## config.mk

```make
export PLATFORM = sky130hd
export DESIGN_NAME = stream_link_top
export DESIGN_NICKNAME = d
export VERILOG_FILES = /design/src/verilog/lane_pkg.sv /design/src/verilog/frame_packer.sv /design/src/verilog/link_trainer.sv /design/src/verilog/stream_link_top.sv /design/src/verilog/word_fifo.sv
export SDC_FILE = /design/constraint.sdc
export NUM_CORES = 1
export LEC_CHECK = 0
export ABC_AREA = 1
export ABC_CLOCK_PERIOD_IN_PS = 2400
export BUFFER_PORTS_ARGS = -buffer_cell sky130_fd_sc_hd__buf_2
export CAP_MARGIN = 20
export CORE_MARGIN = 8
export CORE_UTILIZATION = 31
export CTS_BUF_LIST = sky130_fd_sc_hd__clkbuf_16
export DETAILED_ROUTE_END_ITERATION = 12
export GPL_TIMING_DRIVEN = 0
export PLACE_DENSITY = 0.55
export SLEW_MARGIN = 20
export SYNTH_ARGS = -nofsm -noshare
export SYNTH_HDL_FRONTEND = slang
export SYNTH_SLANG_ARGS = --single-unit
```

## constraint.sdc

```tcl
create_clock -name txclk_div -period 2.4 [get_ports txclk_div]
set_input_delay 0.36 -clock txclk_div [delete_from_list [all_inputs] [get_ports txclk_div]]
set_output_delay 0.36 -clock txclk_div [all_outputs]
set_load 0.1 [all_outputs]
```

## src/verilog/lane_pkg.sv

```systemverilog
`default_nettype none

package lane_pkg;

    // one lane symbol, tag in the top two bits
    typedef struct packed {
        logic [1:0] tag;
        logic [7:0] value;
    } symbol_t;

    // data symbols carry tag 01 in front of the byte
    localparam logic [1:0] TAG_DATA = 2'b01;
    // frame start and end marker
    localparam symbol_t SYM_MARK = 10'h07E;
    // filler for unused lanes
    localparam symbol_t SYM_PAD = 10'h000;

    // input word, byte 0 goes out first
    typedef struct packed {
        logic [31:0] data;
        logic        last;
    } word_t;

    localparam int WORD_BYTES = 4;

    // serializer command toward the partner board
    typedef enum logic [1:0] {
        CMD_DATA     = 2'b00,
        CMD_TRAIN_HI = 2'b01,
        CMD_TRAIN_LO = 2'b10,
        CMD_SETTLE   = 2'b11
    } link_cmd_t;

    // partner replies during training
    localparam logic [15:0] TRAIN_LO_ACK = 16'h7E7E;
    localparam logic [23:0] TRAIN_HI_ACK = 24'h7E7E7E;

endpackage

`default_nettype wire

```

## src/verilog/frame_packer.sv

```systemverilog
`default_nettype none

module frame_packer #(
    parameter int LANES = 4
) (
    input  wire logic                          txclk_div,
    input  wire logic                          reset_n,
    input  wire logic                          link_up,
    input  wire lane_pkg::word_t               head,
    input  wire logic                          head_valid,
    output logic                               pop,
    output lane_pkg::symbol_t [LANES-1:0]      frame,
    output logic                               frame_valid
);

    // one frame plus the tail of a word that did not fit
    localparam int HOLD_MAX = LANES + lane_pkg::WORD_BYTES - 1;
    localparam int CNT_W    = $clog2(HOLD_MAX + 1);
    localparam logic [CNT_W-1:0] LANES_C = CNT_W'(LANES);
    localparam logic [CNT_W-1:0] WORD_C  = CNT_W'(lane_pkg::WORD_BYTES);

    lane_pkg::symbol_t hold     [HOLD_MAX];
    lane_pkg::symbol_t hold_nxt [HOLD_MAX];
    lane_pkg::symbol_t [lane_pkg::WORD_BYTES-1:0] word_syms;
    lane_pkg::symbol_t [LANES-1:0]                frame_nxt;

    logic [CNT_W-1:0] fill;
    logic [CNT_W-1:0] fill_nxt;
    logic [CNT_W-1:0] base;
    logic             pkt_open;
    logic             last_seen;
    logic             closing;
    logic             full;
    logic             emit;
    logic             room;
    logic             take_start;
    logic             take_word;
    logic             take_end;

    // tag each byte of the head word
    always_comb begin
        for (int b = 0; b < lane_pkg::WORD_BYTES; b++) begin
            word_syms[b].tag   = lane_pkg::TAG_DATA;
            word_syms[b].value = head.data[8*b +: 8];
        end
    end

    // a whole frame is waiting
    assign full = (fill >= LANES_C);
    // after the end marker the partial frame goes out padded
    assign emit = full || (closing && fill != '0);

    // fill level once this cycle's frame has left
    always_comb begin
        if (full) begin
            base = fill - LANES_C;
        end else if (emit) begin
            base = '0;
        end else begin
            base = fill;
        end
    end

    // a word always fits while less than a frame remains
    assign room = link_up && !closing && (base < LANES_C);

    // chunk priority: start marker, word, end marker
    assign take_start = room && !pkt_open && head_valid;
    assign take_word  = room && pkt_open && !last_seen && head_valid;
    assign take_end   = room && last_seen;

    assign pop = take_word;

    always_comb begin
        if (take_word) begin
            fill_nxt = base + WORD_C;
        end else if (take_start || take_end) begin
            fill_nxt = base + 1'b1;
        end else begin
            fill_nxt = base;
        end
    end

    // shift out a sent frame, then append the chunk at base
    always_comb begin
        hold_nxt = hold;
        if (full) begin
            for (int i = 0; i < HOLD_MAX - LANES; i++) begin
                hold_nxt[i] = hold[i + LANES];
            end
        end
        if (take_start || take_end) begin
            hold_nxt[base] = lane_pkg::SYM_MARK;
        end
        if (take_word) begin
            for (int j = 0; j < lane_pkg::WORD_BYTES; j++) begin
                hold_nxt[base + CNT_W'(j)] = word_syms[j];
            end
        end
    end

    // lanes beyond the fill level carry pad
    always_comb begin
        for (int l = 0; l < LANES; l++) begin
            frame_nxt[l] = (CNT_W'(l) < fill) ? hold[l] : lane_pkg::SYM_PAD;
        end
    end

    // symbol storage
    always_ff @(posedge txclk_div) begin
        hold <= hold_nxt;
    end

    always_ff @(posedge txclk_div) begin
        if (reset_n) begin
            fill        <= '0;
            pkt_open    <= 1'b0;
            last_seen   <= 1'b0;
            closing     <= 1'b0;
            frame_valid <= 1'b0;
            // idle lanes show the marker
            frame       <= {LANES{lane_pkg::SYM_MARK}};
        end else begin
            fill        <= fill_nxt;
            frame_valid <= emit;
            if (emit) begin
                frame <= frame_nxt;
            end
            // packet fully flushed
            if (emit && base == '0) begin
                closing <= 1'b0;
            end
            if (take_start) begin
                pkt_open <= 1'b1;
            end
            if (take_word) begin
                last_seen <= head.last;
            end
            if (take_end) begin
                pkt_open  <= 1'b0;
                last_seen <= 1'b0;
                closing   <= 1'b1;
            end
        end
    end

endmodule

`default_nettype wire

```

## src/verilog/link_trainer.sv

```systemverilog
`default_nettype none

module link_trainer (
    input  wire logic                txclk_div,
    input  wire logic                reset_n,
    input  wire logic [15:0]         rx_lo,
    input  wire logic [23:0]         rx_hi,
    output lane_pkg::link_cmd_t      link_cmd,
    output logic                     link_up
);

    // training steps
    typedef enum logic [2:0] {
        ST_RESET,
        ST_TRAIN_LO,
        ST_TRAIN_HI,
        ST_SETTLE,
        ST_DATA
    } state_t;

    state_t              state;
    state_t              state_nxt;
    lane_pkg::link_cmd_t cmd_nxt;

    // next step, advance on partner reply
    always_comb begin
        state_nxt = state;
        case (state)
            ST_RESET:    state_nxt = ST_TRAIN_LO;
            // low group first
            ST_TRAIN_LO: if (rx_lo == lane_pkg::TRAIN_LO_ACK) state_nxt = ST_TRAIN_HI;
            ST_TRAIN_HI: if (rx_hi == lane_pkg::TRAIN_HI_ACK) state_nxt = ST_SETTLE;
            // one cycle for the partner to turn around
            ST_SETTLE:   state_nxt = ST_DATA;
            default:     state_nxt = ST_DATA;
        endcase
    end

    // command that belongs to the coming step
    always_comb begin
        case (state_nxt)
            ST_TRAIN_LO: cmd_nxt = lane_pkg::CMD_TRAIN_LO;
            ST_TRAIN_HI: cmd_nxt = lane_pkg::CMD_TRAIN_HI;
            ST_SETTLE:   cmd_nxt = lane_pkg::CMD_SETTLE;
            default:     cmd_nxt = lane_pkg::CMD_DATA;
        endcase
    end

    always_ff @(posedge txclk_div) begin
        if (reset_n) begin
            state    <= ST_RESET;
            link_cmd <= lane_pkg::CMD_DATA;
            link_up  <= 1'b0;
        end else begin
            state    <= state_nxt;
            link_cmd <= cmd_nxt;
            // data stage stays until the next reset
            link_up  <= (state_nxt == ST_DATA);
        end
    end

endmodule

`default_nettype wire

```

## src/verilog/stream_link_top.sv

```systemverilog
`default_nettype none

module stream_link_top #(
    parameter int LANES      = 4,
    parameter int FIFO_DEPTH = 8
) (
    input  wire logic                           txclk_div,
    input  wire logic                           reset_n,
    input  wire logic [15:0]                    rx_lo,
    input  wire logic [23:0]                    rx_hi,
    input  wire lane_pkg::word_t                in_word,
    input  wire logic                           in_valid,
    output wire logic                           in_ready,
    output wire lane_pkg::link_cmd_t            link_cmd,
    output wire lane_pkg::symbol_t [LANES-1:0]  frame,
    output wire logic                           frame_valid
);

    // trainer to packer
    wire logic            link_up;
    // fifo to packer
    wire lane_pkg::word_t head;
    wire logic            head_valid;
    wire logic            pop;

    // handshake with the partner board
    link_trainer i_trainer (
        .txclk_div (txclk_div),
        .reset_n   (reset_n),
        .rx_lo     (rx_lo),
        .rx_hi     (rx_hi),
        .link_cmd  (link_cmd),
        .link_up   (link_up)
    );

    // words wait here until the link is up
    word_fifo #(
        .FIFO_DEPTH (FIFO_DEPTH)
    ) i_fifo (
        .txclk_div  (txclk_div),
        .reset_n    (reset_n),
        .in_word    (in_word),
        .in_valid   (in_valid),
        .in_ready   (in_ready),
        .head       (head),
        .head_valid (head_valid),
        .pop        (pop)
    );

    // packets into lane frames
    frame_packer #(
        .LANES (LANES)
    ) i_packer (
        .txclk_div   (txclk_div),
        .reset_n     (reset_n),
        .link_up     (link_up),
        .head        (head),
        .head_valid  (head_valid),
        .pop         (pop),
        .frame       (frame),
        .frame_valid (frame_valid)
    );

endmodule

`default_nettype wire

```

## src/verilog/word_fifo.sv

```systemverilog
`default_nettype none

module word_fifo #(
    parameter int FIFO_DEPTH = 8
) (
    input  wire logic            txclk_div,
    input  wire logic            reset_n,
    input  wire lane_pkg::word_t in_word,
    input  wire logic            in_valid,
    output logic                 in_ready,
    output lane_pkg::word_t      head,
    output logic                 head_valid,
    input  wire logic            pop
);

    localparam int PTR_W = $clog2(FIFO_DEPTH);
    localparam int CNT_W = PTR_W + 1;

    lane_pkg::word_t  mem [FIFO_DEPTH];
    logic [PTR_W-1:0] wr_ptr;
    logic [PTR_W-1:0] rd_ptr;
    logic [CNT_W-1:0] count;
    logic             push;
    logic             do_pop;

    // room as long as not all slots are taken
    assign in_ready   = (count != CNT_W'(FIFO_DEPTH));
    assign head_valid = (count != '0);

    // show-ahead, oldest word always on head
    assign head = mem[rd_ptr];

    assign push   = in_valid && in_ready;
    // a pop on an empty buffer is dropped
    assign do_pop = pop && head_valid;

    // storage, no reset on payload
    always_ff @(posedge txclk_div) begin
        if (push) begin
            mem[wr_ptr] <= in_word;
        end
    end

    // pointers wrap on their own, depth is a power of two
    always_ff @(posedge txclk_div) begin
        if (reset_n) begin
            wr_ptr <= '0;
            rd_ptr <= '0;
            count  <= '0;
        end else begin
            if (push) begin
                wr_ptr <= wr_ptr + 1'b1;
            end
            if (do_pop) begin
                rd_ptr <= rd_ptr + 1'b1;
            end
            // push and pop together leave the count alone
            case ({push, do_pop})
                2'b10:   count <= count + 1'b1;
                2'b01:   count <= count - 1'b1;
                default: count <= count;
            endcase
        end
    end

endmodule

`default_nettype wire
```

==> impl_metrics.ini <==
[sta]
period_share_pct = 97.5
timing.fmax_mhz = 427
period_needed_ns = 2.34
final_hold_viol_count = 0
relSlewSlack_pct = 42.6
tightest_slew_ns = 0.861
setup_tns_ns = 0
slew_viol_final = 0
setup_viol = 0
skew_ns = 0.0215

[drt]
post_drt_wl_per_cell_um = 21.4
detail-route-antenna-nets = 0
drc = 0
firstDrtPassIters = 7
route.vias.total = 14826
drtIter0Drc = 1315
via_per_inst = 5.00
drt-total-wl_um = 63500

[global_routing]
grt_remaining_overflow = 0
grt_pass1_wl_um = 93000
grt_pass1_vias = 14260
grtUsageTotal_pct = 18.7
antenna_found_initial = 4
grt_max_degree = 20

[pwr]
total_power_mw = 14.5
ir_drop_v = 0.000574
power_density_nw_per_um2 = 670
leakagePower_nw = 9.12

[synth]
synth_area_leaders = edfxtp_1 (45%), dfxtp_1 (15%), nand2_1 (11%), nor2_1 (4.7%), o21ai_0 (4.3%)
ys_warn_count = 0
synth_top_area_share_pct = 44.7
async_flop_share_pct = 0
synth_most_common_cell = nand2_1
synth_area_sq_um = 17900
synth_cells = 1954
yosys.area.top_type = edfxtp_1
synth_ff_type = edfxtp_1
synth_edf_count = 266
syn_nets = 2038
seq_area_frac_synth_pct = 59.8
ys_types = 52
yosys_register_bits = 400
syn_avg_cell_area_sq_um = 9.14
synthTopCellsByCount = nand2_1 (505), edfxtp_1 (266), nor2_1 (222)

[clock_network]
insertion_delay_ns = 0.59
clkSinkCount = 400
cts_tree = built
cts_max_path_buffers = 3
cts_buffers = 43
cts-root-buf = clkbuf_16
clk_pin_slew_worst_paths_ns = 0.06
htree_levels = 2

[status]
outcome = finished clean

[layout]
fin_cells = 2967
fin_nets = 2249
area_delta_synth_final_pct = 21.4
fill_cells = 5809
final_layout_size_suffix_gt1_share_pct = 17.8

[floorplan]
start_util_pct = 31.1
chipWidth_um = 256
fp.dieH_um = 256
io_pins = 120
die_area_sq_um = 65500
rows = 88
coreArea_sq_um = 57400

[flow_run]
cap_violations = 0

[worst_hold_path]
min_from = in_word[3]
hp-class = input port to register

[setup_path]
critPathRequiredTime_ns = 2.87
start_kind = register
arrival_ns = 2.81
crit_type = register to register
ff2ff_setup_slack_ns = 0.06
worstPathMaxFanout = 10
crit_path_end_kind = register

[placed_design]
dp_cells = 2852
post-dp-hpwl_um = 45500
gp_congestion = 0.946
io_buffers = 119
==> through the flow <==
step                      util, %  setup slack (ns)  hold WS (ns)  instance area [sq um]
after global routing         37.8           -0.0143        0.0371                  21700
after detailed placement     34.6            -0.510         0.414                  19800
after global placement       34.0            -0.530         0.410                  19500
after CTS                    37.2           -0.0177        0.0184                  21300
final                        37.8            0.0599        0.0463                  21700
after floorplan                 -            0.0160         0.399                  17900
==> worst paths after layout <==
check                            to  cells past startpoint
setup reg to reg  i_packer.hold[65]                     10
setup / recovery  i_packer.hold[65]                     10
hold / removal     i_fifo.mem[2][3]                      1
hold reg to reg   i_packer.hold[18]                      2
==> power breakdown <==
group	switching [mW]	leakage (nW)	internal, mW
registers	0.0536	3.50	7.50
logic	0.517	4.92	0.221
clock network	2.84	0.694	3.40
==> cell families (layout without fill, tap and decap cells) <==
family	count (synthesis)	in the layout	share of synthesized area, %
and+or+nand+nor	913	913	21.5
xor gates and xnor gates	1	1	0.0491
AOI/OAI and AO/OA	349	349	11.3
adders and majority gates	8	8	0.603
DFF	400	400	59.8
buffers and inverters	275	519	6.35
muxes	8	8	0.448
other	0	4	0
==> worst max-delay path: stages, from the launching register on <==
cell and delay (ns):
dfxtp_1 0.30, buf_4 0.16, buf_4 0.17, clkbuf_4 0.25
o211ai_1 0.21, nand3_1 0.37, and2_1 0.37, nand2_1 0.08
o211ai_1 0.12, nand2_1 0.11, nand2_1 0.06
==> layout make-up <==
class | count | area [sq um] | area share, %
timing repair buffer | 167 | 1250 | 5.77
tap | 765 | 957 | 4.42
buffer | 93 | 505 | 2.33
inverter | 181 | 706 | 3.26
antenna | 4 | 10.0 | 0.0462
clock buffer | 43 | 1080 | 4.96
clock inverter | 35 | 221 | 1.02
multi-input combinational | 1279 | 6270 | 28.9
sequential | 400 | 10700 | 49.3
==> timing repair <==
action,CTS,global route
pin swaps,6,10
cloned,0,1
setup buffers,16,17
setup endpoints to repair,69,98
hold buffers,0,0
resized for setup,30,66
==> registers in the layout (all words and copies together) (netlist names), 2 cells and up, named ones only <==
| register | cells |
|---|---|
| i_fifo.mem | 264 |
| i_packer.hold | 68 |
| i_packer.frame | 40 |
| i_fifo.count | 4 |
| i_fifo.rd_ptr | 3 |
| i_fifo.wr_ptr | 3 |
| i_packer.fill | 3 |
| i_trainer.state | 3 |
| i_trainer.link_cmd | 2 |
==> placed cells by master, fill, tap and decap left out, drive strengths merged, types with 2 or more instances in the layout <==
cell      Yosys  layout
o22ai         3       3
and2          2       2
a21oi       104     104
nor4b         2       2
nor2        231     231
buf          57     216
nand4        10      10
mux2i         8       8
nand3       143     143
clkinvlp      0       2
nor4          3       3
a221o         6       6
clkinv        2      20
diode         0       4
nand2       512     512
a31oi         5       5
clkbuf       37      87
a22oi         6       6
or2           3       3
nor3          6       6
o21ai       162     162
inv         179     193
o211ai       52      52
o31ai         5       5
edfxtp      266     266
ha            7       7
a21boi        4       4
dfxtp       134     134
==> routing by layer <==
metal  up-vias  part of all wire (%)  GRT usage, %
li1       7014                     -             -
met1      7127                    42          24.4
met2       556                    47          31.2
met3       129                   7.2          3.22
met4         0                   3.2          5.99
met5         -                     0             0
(Power assumes the default switching activity.)
